`config.mk`:
```
export PLATFORM = sky130hd
export DESIGN_NAME = dcache
export DESIGN_NICKNAME = d
export VERILOG_FILES = /design/src/logic/cache_geom_pkg.sv /design/src/logic/cache_ctrl_pkg.sv /design/src/logic/line_store_if.sv /design/src/logic/line_store.sv /design/src/logic/dcache_ctrl.sv /design/src/logic/dcache.sv
export SDC_FILE = /design/constraint.sdc
export NUM_CORES = 2
export LEC_CHECK = 0
export BUFFER_PORTS_ARGS = -buffer_cell sky130_fd_sc_hd__buf_2
export CAP_MARGIN = 10
export CORE_UTILIZATION = 45
export DETAILED_ROUTE_END_ITERATION = 12
export PLACE_DENSITY_LB_ADDON = 0.05
export SLEW_MARGIN = 20
export SYNTH_ARGS = -nofsm -noshare
export SYNTH_HDL_FRONTEND = slang
export SYNTH_HIERARCHICAL = 1
export SYNTH_SLANG_ARGS = --single-unit
export TNS_END_PERCENT = 20
```
`constraint.sdc`:
```
create_clock -name CLK -period 6.3 [get_ports CLK]
set_input_delay 0.945 -clock CLK [delete_from_list [all_inputs] [get_ports CLK]]
set_output_delay 0.945 -clock CLK [all_outputs]
set_load 0.05 [all_outputs]
```
`src/logic/cache_geom_pkg.sv`:
```
package cache_geom_pkg;

        // Data and address word
        typedef logic [31:0] word_t;

        localparam int DEF_SETS = 8;
        localparam int IDX_W = 3;
        localparam int TAG_W = 26;

        // Byte address as seen by the cache
        typedef struct packed {
                logic [TAG_W-1:0] tag;
                logic [IDX_W-1:0] idx;
                logic wsel;
                logic [1:0] boff;
        } line_addr_t;

        // One way of one set, 92 bits
        typedef struct packed {
                logic valid;
                logic dirty;
                logic [TAG_W-1:0] tag;
                word_t [1:0] data;
        } frame_t;

endpackage

```
`src/logic/cache_ctrl_pkg.sv`:
```
package cache_ctrl_pkg;

        typedef enum logic [3:0] {
                LOOKUP,
                WB1,
                WB2,
                FILL1,
                FILL2,
                FLUSH_SCAN,
                FLUSH_WB1,
                FLUSH_WB2,
                DONE
        } ctrl_state_t;

        // Byte distance from word 0 to word 1 of a line
        localparam int WORD_STEP = 4;

endpackage

```
`src/logic/line_store_if.sv`:
```
`timescale 1ns/1ns

interface line_store_if;
        import cache_geom_pkg::*;

        logic [IDX_W-1:0] idx;
        logic [TAG_W-1:0] req_tag;

        // Word index, data and way for updates
        logic wr_word;
        word_t wr_data;
        logic wr_way;
        // Way whose frame is read out
        logic wr_sel;

        logic wr_en;
        logic set_tag;
        logic mark_valid;
        logic mark_dirty;
        logic clear_line;
        logic touch;

        logic hit;
        logic hit_way;
        logic victim_way;
        logic victim_dirty;
        logic [TAG_W-1:0] victim_tag;
        word_t rd_word0;
        word_t rd_word1;

        modport ctrl (
                output idx, req_tag, wr_word, wr_data, wr_way, wr_sel,
                output wr_en, set_tag, mark_valid, mark_dirty, clear_line, touch,
                input hit, hit_way, victim_way, victim_dirty, victim_tag,
                input rd_word0, rd_word1
        );

        modport store (
                input idx, req_tag, wr_word, wr_data, wr_way, wr_sel,
                input wr_en, set_tag, mark_valid, mark_dirty, clear_line, touch,
                output hit, hit_way, victim_way, victim_dirty, victim_tag,
                output rd_word0, rd_word1
        );

endinterface

```
`src/logic/line_store.sv`:
```
`timescale 1ns/1ns

module line_store #(
        parameter int SETS = cache_geom_pkg::DEF_SETS
) (
        input logic CLK,
        input logic nRST,
        line_store_if.store ls
);
        import cache_geom_pkg::*;

        frame_t lines [SETS][2];
        // Most recently used way per set
        logic [SETS-1:0] mru;
        logic [1:0] match;
        frame_t sel_frame;

        // Tag compare on both ways of the set
        always_comb begin
                for (int w = 0; w < 2; w++) begin
                        match[w] = lines[ls.idx][w].valid &&
                                   (lines[ls.idx][w].tag == ls.req_tag);
                end
        end

        assign ls.hit = |match;
        assign ls.hit_way = match[1];

        // Replace the way that was not used last
        assign ls.victim_way = ~mru[ls.idx];

        assign sel_frame = lines[ls.idx][ls.wr_sel];
        assign ls.victim_dirty = sel_frame.valid && sel_frame.dirty;
        assign ls.victim_tag = sel_frame.tag;
        assign ls.rd_word0 = sel_frame.data[0];
        assign ls.rd_word1 = sel_frame.data[1];

        always_ff @(posedge CLK or negedge nRST) begin
                if (!nRST) begin
                        mru <= '0;
                        for (int s = 0; s < SETS; s++) begin
                                for (int w = 0; w < 2; w++) begin
                                        lines[s][w].valid <= 1'b0;
                                        lines[s][w].dirty <= 1'b0;
                                end
                        end
                end else begin
                        // New tag starts out invalid and clean
                        if (ls.set_tag) begin
                                lines[ls.idx][ls.wr_way].tag <= ls.req_tag;
                                lines[ls.idx][ls.wr_way].valid <= 1'b0;
                                lines[ls.idx][ls.wr_way].dirty <= 1'b0;
                        end
                        if (ls.clear_line) begin
                                lines[ls.idx][ls.wr_way].valid <= 1'b0;
                                lines[ls.idx][ls.wr_way].dirty <= 1'b0;
                        end
                        if (ls.mark_valid) begin
                                lines[ls.idx][ls.wr_way].valid <= 1'b1;
                        end
                        if (ls.mark_dirty) begin
                                lines[ls.idx][ls.wr_way].dirty <= 1'b1;
                        end
                        if (ls.wr_en) begin
                                lines[ls.idx][ls.wr_way].data[ls.wr_word] <= ls.wr_data;
                        end
                        if (ls.touch) begin
                                mru[ls.idx] <= ls.wr_way;
                        end
                end
        end

endmodule

```
`src/logic/dcache_ctrl.sv`:
```
`timescale 1ns/1ns

module dcache_ctrl #(
        parameter int SETS = cache_geom_pkg::DEF_SETS
) (
        input logic CLK,
        input logic nRST,
        input logic halt,
        input logic dmem_ren,
        input logic dmem_wen,
        input cache_geom_pkg::word_t dmem_addr,
        input cache_geom_pkg::word_t dmem_store,
        output cache_geom_pkg::word_t dmem_load,
        output logic dhit,
        output logic flushed,
        output logic mem_ren,
        output logic mem_wen,
        output cache_geom_pkg::word_t mem_addr,
        output cache_geom_pkg::word_t mem_store,
        input cache_geom_pkg::word_t mem_load,
        input logic mem_wait,
        line_store_if.ctrl ls
);
        import cache_geom_pkg::*;
        import cache_ctrl_pkg::*;

        ctrl_state_t state;
        ctrl_state_t next_state;
        line_addr_t req;

        // Way being filled or written back on a miss
        logic way_q;
        logic next_way;

        // Flush position
        logic [IDX_W-1:0] scan_set;
        logic [IDX_W-1:0] next_scan_set;
        logic scan_way;
        logic next_scan_way;
        logic scan_last;
        logic flushing;

        // Memory address parts
        logic [TAG_W-1:0] line_tag;
        logic line_word;
        word_t line_base;

        assign req = line_addr_t'(dmem_addr);
        assign flushing = (state == FLUSH_SCAN) || (state == FLUSH_WB1) ||
                          (state == FLUSH_WB2);
        assign scan_last = (scan_set == IDX_W'(SETS - 1)) && scan_way;

        assign line_base = {line_tag, ls.idx, 3'b000};
        assign mem_addr = line_word ? line_base + word_t'(WORD_STEP) : line_base;

        assign flushed = (state == DONE);

        always_comb begin
                next_state = state;
                next_way = way_q;
                next_scan_set = scan_set;
                next_scan_way = scan_way;

                dhit = 1'b0;
                dmem_load = '0;
                mem_ren = 1'b0;
                mem_wen = 1'b0;
                mem_store = '0;
                line_tag = req.tag;
                line_word = 1'b0;

                ls.idx = req.idx;
                ls.req_tag = req.tag;
                ls.wr_word = req.wsel;
                ls.wr_data = dmem_store;
                ls.wr_way = way_q;
                ls.wr_sel = way_q;
                ls.wr_en = 1'b0;
                ls.set_tag = 1'b0;
                ls.mark_valid = 1'b0;
                ls.mark_dirty = 1'b0;
                ls.clear_line = 1'b0;
                ls.touch = 1'b0;

                // Flush walks the sets by its own counter
                if (flushing) begin
                        ls.idx = scan_set;
                        ls.wr_way = scan_way;
                        ls.wr_sel = scan_way;
                end

                case (state)
                LOOKUP: begin
                        ls.wr_way = ls.hit_way;
                        ls.wr_sel = ls.hit ? ls.hit_way : ls.victim_way;
                        if (halt) begin
                                next_state = FLUSH_SCAN;
                                next_scan_set = '0;
                                next_scan_way = 1'b0;
                        end else if (dmem_ren || dmem_wen) begin
                                if (ls.hit) begin
                                        dhit = 1'b1;
                                        ls.touch = 1'b1;
                                        dmem_load = req.wsel ? ls.rd_word1 : ls.rd_word0;
                                        if (dmem_wen) begin
                                                ls.wr_en = 1'b1;
                                                ls.mark_dirty = 1'b1;
                                        end
                                end else begin
                                        next_way = ls.victim_way;
                                        next_state = ls.victim_dirty ? WB1 : FILL1;
                                end
                        end
                end
                WB1, FLUSH_WB1: begin
                        mem_wen = 1'b1;
                        line_tag = ls.victim_tag;
                        mem_store = ls.rd_word0;
                        if (!mem_wait) begin
                                next_state = (state == WB1) ? WB2 : FLUSH_WB2;
                        end
                end
                WB2: begin
                        mem_wen = 1'b1;
                        line_tag = ls.victim_tag;
                        line_word = 1'b1;
                        mem_store = ls.rd_word1;
                        if (!mem_wait) begin
                                ls.clear_line = 1'b1;
                                next_state = FILL1;
                        end
                end
                FILL1: begin
                        mem_ren = 1'b1;
                        if (!mem_wait) begin
                                ls.set_tag = 1'b1;
                                ls.wr_en = 1'b1;
                                ls.wr_word = 1'b0;
                                ls.wr_data = mem_load;
                                next_state = FILL2;
                        end
                end
                FILL2: begin
                        mem_ren = 1'b1;
                        line_word = 1'b1;
                        if (!mem_wait) begin
                                ls.wr_en = 1'b1;
                                ls.wr_word = 1'b1;
                                ls.wr_data = mem_load;
                                ls.mark_valid = 1'b1;
                                // Request hits on the way back through LOOKUP
                                next_state = LOOKUP;
                        end
                end
                FLUSH_SCAN: begin
                        if (ls.victim_dirty) begin
                                next_state = FLUSH_WB1;
                        end else if (scan_last) begin
                                next_state = DONE;
                        end else begin
                                {next_scan_set, next_scan_way} =
                                        {scan_set, scan_way} + (IDX_W + 1)'(1);
                        end
                end
                FLUSH_WB2: begin
                        mem_wen = 1'b1;
                        line_tag = ls.victim_tag;
                        line_word = 1'b1;
                        mem_store = ls.rd_word1;
                        if (!mem_wait) begin
                                ls.clear_line = 1'b1;
                                if (scan_last) begin
                                        next_state = DONE;
                                end else begin
                                        next_state = FLUSH_SCAN;
                                        {next_scan_set, next_scan_way} =
                                                {scan_set, scan_way} + (IDX_W + 1)'(1);
                                end
                        end
                end
                // Held until reset
                DONE: begin
                        next_state = DONE;
                end
                default: begin
                        next_state = LOOKUP;
                end
                endcase
        end

        always_ff @(posedge CLK or negedge nRST) begin
                if (!nRST) begin
                        state <= LOOKUP;
                        way_q <= 1'b0;
                        scan_set <= '0;
                        scan_way <= 1'b0;
                end else begin
                        state <= next_state;
                        way_q <= next_way;
                        scan_set <= next_scan_set;
                        scan_way <= next_scan_way;
                end
        end

endmodule

```
`src/logic/dcache.sv`:
```
`timescale 1ns/1ns

module dcache #(
        parameter int SETS = cache_geom_pkg::DEF_SETS
) (
        input logic CLK,
        input logic nRST,

        // Processor side
        input logic halt,
        input logic dmem_ren,
        input logic dmem_wen,
        input cache_geom_pkg::word_t dmem_addr,
        input cache_geom_pkg::word_t dmem_store,
        output cache_geom_pkg::word_t dmem_load,
        output logic dhit,
        output logic flushed,

        // Memory side
        output logic mem_ren,
        output logic mem_wen,
        output cache_geom_pkg::word_t mem_addr,
        output cache_geom_pkg::word_t mem_store,
        input cache_geom_pkg::word_t mem_load,
        input logic mem_wait
);

        line_store_if ls_if ();

        line_store #(
                .SETS(SETS)
        ) line_store_i (
                .CLK(CLK),
                .nRST(nRST),
                .ls(ls_if.store)
        );

        dcache_ctrl #(
                .SETS(SETS)
        ) dcache_ctrl_i (
                .CLK(CLK),
                .nRST(nRST),
                .halt(halt),
                .dmem_ren(dmem_ren),
                .dmem_wen(dmem_wen),
                .dmem_addr(dmem_addr),
                .dmem_store(dmem_store),
                .dmem_load(dmem_load),
                .dhit(dhit),
                .flushed(flushed),
                .mem_ren(mem_ren),
                .mem_wen(mem_wen),
                .mem_addr(mem_addr),
                .mem_store(mem_store),
                .mem_load(mem_load),
                .mem_wait(mem_wait),
                .ls(ls_if.ctrl)
        );

endmodule

```
Word level (Yosys, flattened, before mapping)
Index checks and enable logic that the tools add are counted.

Bits in registers: 1489. Input port bits: 102. Output and inout bits: 100. Logic and storage cells: 246.

Add/subtract/negate cells: 2. Magnitude comparators: 9. Equal/unequal tests: 21. Muxes and demuxes: 101. Bitwise logic cells: 6. Reduce and logical (&&, ||, !) cells: 22.

Operators with widths (number): $bwmux 1472 (8); $mux 1472 (5); $demux 184 s3 (4); $mux 184 (6); $bmux 184 s3 (1); $demux 92 s1 (4); $mux 92 (4); $mux 32 (9); $mux 91 (1); $mux 90 (1); $mux 64 (1); $pmux 32 s2 (1); $eq 26x26->1 (2); $mux 4 (11); $add 32x3->32 const B (1); $demux 32 s1 (1); $pmux 4 s8 (1); $mux 1 (28); $mux 26 (1); $mux 3 (6); $eq 4x3->1 const B (4); $ne 2x2->1 const B (7); $pmux 3 s3 (1); $bwmux 8 (1); 33 further kinds (52).

Longest topological paths before layout
Depth in word-level cells: 31. Gate-level depth with buffers: 26. Mapped depth without buffers: 19.

Cells and area by module
The synthesis kept the hierarchy.

By module, submodules not included: line_store (instances 1, cells an instance 4458, area each 65004.8 µm², seq. area each 44242.4 µm²); dcache_ctrl (instances 1, cells an instance 322, area each 2735.1 µm², seq. area each 225.2 µm²).

Worst setup path after synthesis
No wires, ideal clock.

Path kind: reg2out. From: register dcache_ctrl_i.state[1]. To: output port dmem_load[8]. Arrival: 5.593 ns. Required time: 5.355 ns. Path slack: -0.238 ns. Cell stages (with the launch flop): 23. Path buffers: 6. Path through: dfrtp_1 buf_2 clkbuf_1 nor2_1 nor2_1 mux2_2 buf_6 mux2_1 a221oi_1 o221ai_1 xor2_1 or3_1 nor4_2 a41o_1 mux2i_1 o21ai_0 clkbuf_1 clkbuf_1 clkbuf_1 nor2_1 a31oi_1 mux2i_1 nor2_1.

Word-level cells in the longest chain between the ends: 22. Elaborated cells between the ends (all ways): 31. Classes of those cells: eq/ne (5); mux (17); bitwise (3); reduce/logical (6).

Ends and longest elaborated chain: start: declaration (RTL line dcache_ctrl.sv:27) `ctrl_state_t state;`; start signal: assignment (RTL line dcache_ctrl.sv:198) `state <= next_state;`; $eq 4x3->1 (RTL line dcache_ctrl.sv:49) `assign flushing = (state == FLUSH_SCAN) || (state == FLUSH_WB1) ||`; $logic_or 1x1->1 (RTL line dcache_ctrl.sv:49); $logic_or 1x1->1 * (RTL line dcache_ctrl.sv:49); $mux 3 * (RTL line dcache_ctrl.sv:86) `if (flushing) begin`; via ls_if.idx[0] (RTL line line_store_if.sv:6) `logic [IDX_W-1:0] idx;`; $not 3->4 (not written as such) * (RTL line line_store.sv:21, line_store.sv:22); $bmux 184 s3 * (RTL line line_store.sv:21, line_store.sv:22); $mux 184 (not written as such) * (2 in a row) (RTL line line_store.sv:21, line_store.sv:32); [2 not listed]; via ls_if.hit_way (RTL line line_store_if.sv:24) `logic hit_way;`; [1 not listed]; via ls_if.hit (RTL line line_store_if.sv:23) `logic hit;`; [2 not listed]; via ls_if.wr_sel (RTL line line_store_if.sv:14) `logic wr_sel;`; $not 1->2 (not written as such) * (RTL line line_store.sv:32) `assign sel_frame = lines[ls.idx][ls.wr_sel];`; $mux 92 (not written as such) * (3 in a row) (RTL line line_store.sv:32); via ls_if.rd_word1[8] (RTL line line_store_if.sv:29) `word_t rd_word1;`; $mux 32 * (RTL line dcache_ctrl.sv:104) `dmem_load = req.wsel ? ls.rd_word1 : ls.rd_word0;`; $mux 32 * (RTL line dcache_ctrl.sv:101) `if (ls.hit) begin`; $mux 32 * (RTL line dcache_ctrl.sv:100) `end else if (dmem_ren || dmem_wen) begin`; $mux 32 * (RTL line dcache_ctrl.sv:96) `if (halt) begin`; $mux 32 * (RTL line dcache_ctrl.sv:92) `case (state)`; end: declaration (RTL line dcache.sv:15) `output cache_geom_pkg::word_t dmem_load,`.

The timed path passes the listed nets; every way through them passes the cells marked *. The select of a mux whose other input is x is not followed.

Final worst setup path
From: register dcache_ctrl_i.state[3]. To: output port mem_store[7].

Word-level cells in the longest chain between the ends: 18. Elaborated cells between the ends (all ways): 31. Classes of those cells: eq/ne (7); mux (13); bitwise (3); reduce/logical (8).

Ends and longest elaborated chain: $eq 4x3->1 (RTL line dcache_ctrl.sv:49); $logic_or 1x1->1 (RTL line dcache_ctrl.sv:49); $logic_or 1x1->1 * (RTL line dcache_ctrl.sv:49); $mux 3 * (RTL line dcache_ctrl.sv:86); $not 3->4 (not written as such) * (RTL line line_store.sv:21, line_store.sv:22); $bmux 184 s3 * (RTL line line_store.sv:21, line_store.sv:22); $mux 184 (not written as such) * (2 in a row) (RTL line line_store.sv:21, line_store.sv:32); $eq 26x26->1 (RTL line line_store.sv:22) `(lines[ls.idx][w].tag == ls.req_tag);`; [1 not listed]; via ls_if.hit_way (RTL line line_store_if.sv:24); [1 not listed]; via ls_if.hit (RTL line line_store_if.sv:23); $mux 1 * (RTL line dcache_ctrl.sv:95) `ls.wr_sel = ls.hit ? ls.hit_way : ls.victim_way;`; $mux 1 * (RTL line dcache_ctrl.sv:92); via ls_if.wr_sel (RTL line line_store_if.sv:14); $not 1->2 (not written as such) * (RTL line line_store.sv:32); $mux 92 (not written as such) * (3 in a row) (RTL line line_store.sv:32); via ls_if.rd_word1[7] (RTL line line_store_if.sv:29); $pmux 32 s2 * (RTL line dcache_ctrl.sv:92); end: declaration (RTL line dcache.sv:23) `output cache_geom_pkg::word_t mem_store,`.

Marks and branches as above.

==> impl_results.md <==
- Worst slew pin tran: ~1.0 ns
- Post-synth top area cell: edfxtp_1
- Hold Path Class: input port to asynchronous set/reset pin
- Nets@finish: between 5000 and 6000
- Synth Cell Area: 67700 um2
- Vias in the first global route: 41821
- CP Class: flip-flop to primary output
- Remaining Overflow, GRT: 0
- Worst Path Buf+Inv: 9
- Fin crit period: approximately 7.4 ns
- Slew HR: 0.324
- Tcrit/Tclk final: 1.18
- Total length of routed met2 wires: between 100000 and 150000 um
- Critical Path Stages: 27
- Combinational share of power: 0.487
- Top layer in use: met4
- Core outline area: ~150000 um2
- Synth cell types: around 70
- Max Slew Vio Count: 0
- Met3 WL: roughly 13000 um
- Most common cell in the netlist: edfxtp_1
- Net load switching power: approximately 0.016 W
- Die Wd: roughly 400 um
- Setup Viol. Count Final: 91
- Routed Wire Length: roughly 220000 um
- Mapped Avg Cell Area: approximately 14 um2
- Number of flops mapped to enable cells by yosys: around 1400
- GPL Wtd Cong: just over 0.8
- Final hold slack: approximately 0.13 ns
- Share of the yosys chip area belonging to registers: 0.656
- Largest cells by area after synthesis: edfxtp_1 64%, and2_1 9.8%, mux2i_1 4.4%
- # DRC: 0
- Area Growth Syn to Fin: 21.1%
- CP required: roughly 5.4 ns
- WL per Instance: 30.4 um
- Clk Latency, worst-skew pair: 0.80 ns
- Synth async-reset ratio: 0.0329
- Top cell types by occurrence after synthesis: 1440 x edfxtp_1, 1062 x and2_1, 319 x clkbuf_1, 301 x mux2i_1, 256 x nor2_1
- Clock power frac: 0.238
- First-pass GRT wire length: approximately 320000 um
- Wl on met1: approximately 90000 um
- Ys flop type: edfxtp_1
- Final antenna-violating net count: 0
- Clock Path Buffers: 3
- Setup WS post-layout: -1.11 ns
- Drt pass-1 iters: 5
- Worst path top cell family by delay: buffers and inverters
- Std-Cell Rows: roughly 140
- Leak: around 30 nW
- CTS tree: yes
- CTS Buf Count: around 160
- DIE AREA: between 150000 and 200000 um2
- Yosys top cell area share: 0.638
- Dpl hpwl: ~140000 um
- Tot GR Track Use: 0.293
- CP startpoint kind: flip-flop
- Vias/cell: 5.76
- Critical Path Most Common Cell: buf_12
- Worst vdd ir: about 0.58 mV
- Clk_skew: 0.0307 ns
- Setup TNS: -81.42 ns
- # IOs: approximately 200
- Initial antenna violation count: 6
- Max cap viols: 0
- Initial Util: 0.453
- Syn Inst Count: 4780
- Reg2reg path depth: 29
- Status: finished with violations
- Port bufs: just under 200
- CTS Sinks: ~1500
- Unrepaired setup endpoints after global routing: yes
- Syn. warnings: 6
- Pwr per Cell Area: approximately 490 nW/um2
- Root Buffer: clkbuf_16
- Worst-path fanout max: 6
- Worst path max stage delay: about 0.42 ns
- Hold Violations, Final: 0
- Pin count of the biggest net entering global routing: about 100
- Flop pwr share: 0.275
- #FFs+latches synth: around 1500
- Share of cells above drive strength 1: 0.274
- Vert. Die Dim: ~400 um
- Max Clk Rate: ~0.13 GHz
- Worst setup EP type: primary output
- Vias post-DR: about 43000
- Cell internal pwr: roughly 0.024 W
- Failing checks: negative setup slack
- Switching Fraction: 0.399
- H-tree depth: 4
- Arrival time at the worst endpoint: 6.47 ns
- Clk slew on worst S/H paths: approximately 0.060 ns
- DRT iter0 DRCs: between 3000 and 4000
- Slowest-stage cell, CP: mux4_2
[worst reg2reg max path, delay by kind of cell (launching register included)]
| family | cells | cell delay [ns] |
|---|---|---|
| flops | 1 | 0.38 |
| compound gates | 7 | 1.33 |
| mux | 4 | 1.40 |
| buf+inv | 12 | 1.75 |
| xor+xnor | 1 | 0.17 |
| simple gates | 5 | 1.03 |
[registers in the layout (all words and copies together) (netlist names)]
signal	count
line_store_i/lines	1472
dcache_ctrl_i/way_q	1
dcache_ctrl_i/scan_way	1
dcache_ctrl_i/state	4
line_store_i/mru	8
dcache_ctrl_i/scan_set	3
[what timing repair did]
action                                  in CTS  in global routing
gates cloned                                 5                  1
endpoints found under the setup margin      93                 92
pin swaps                                   28                 35
hold buffers                                 0                  0
resized for setup                          203                 82
buffers inserted                            45                 19
[power groups by stage]
stage | Sequential [W] | Combinational (W) | Clock [W]
floorplan | 0.0112 | 0.00944 | 0
CTS | 0.0110 | 0.0189 | 0.00964
finish | 0.0110 | 0.0194 | 0.00949
global route | 0.0110 | 0.0202 | 0.0100
detailed placement | 0.0112 | 0.0174 | 0
global placement | 0.0112 | 0.0174 | 0
[logic make-up after synthesis]
family / count (synthesis) / synth area share
compound gates: 657 / 0.0675
xor+xnor: 52 / 0.00672
fa+ha+maj: 1 / 0.000185
buf+inv: 472 / 0.0316
flops: 1489 / 0.656
mux: 558 / 0.109
other cells: 1 / 0.0000554
simple gates: 1550 / 0.129
[cell type report]
cell class	count	area (um2)
antenna	2	5.00
multi-input combinational	2820	22500
tap	2016	2520
inverter	12	50.0
timing repair buffer	744	7170
sequential	1489	44500
clock inverter	101	971
clock buffer	196	4270
fill	12311	67600
[metal layers]
layer | GRT usage | vias up
met5 | 0 | -
li1 | - | 18584
met2 | 0.497 | 1510
met3 | 0.0382 | 323
met1 | 0.388 | 22120
met4 | 0.104 | 0
[per-stage QoR]
stage	cells	setup slack, ns	total power [W]	area [um2]	utilization
after floorplan	4781	-0.165	0.0206	67800	-
after CTS	7367	-1.09	0.0395	81500	0.545
final	7380	-1.11	0.0399	82000	0.548
after global routing	7378	-1.28	0.0411	82000	0.548
after detailed placement	7022	-0.949	0.0286	74900	0.501
after global placement	7022	-0.893	0.0286	74900	0.501
[layout by cell type, fill, tap and decap left out, drive strengths merged, types with 11 or more instances in the layout]
master	n
o221ai	13
xor2	33
a22oi	39
a31oi	23
a221oi	78
nor2	257
edfxtp	1440
xnor2	19
and2	1062
o21ai	121
mux2i	302
nand3	20
clkbuf	200
clkinv	69
mux4	123
nor4	11
a32o	16
a2111oi	16
nor2b	11
dfrtp	49
bufinv	16
a221o	38
a41oi	11
buf	740
mux2	133
a21oi	176
inv	19
nand2	147
a22o	77
[path summary, 6_finish.rpt]
kind,startpoint,endpoint,slack [ns]
max reg2reg,dcache_ctrl_i/state[3]$_DFFE_PN0P_,dcache_ctrl_i/state[1]$_DFFE_PN0P_,0.15
min in group CLK,line_store_i/lines[643]$_DFF_PN0_,line_store_i/lines[643]$_DFF_PN0_,0.50
min reg2reg,line_store_i/lines[643]$_DFF_PN0_,line_store_i/lines[643]$_DFF_PN0_,0.50
max in group asynchronous,nRST,line_store_i/lines[1470]$_DFF_PN0_,5.14
min,nRST,dcache_ctrl_i/state[2]$_DFFE_PN0P_,0.13
max,dcache_ctrl_i/state[3]$_DFFE_PN0P_,mem_store[7],-1.11
Power figures use the tool's default switching activity.
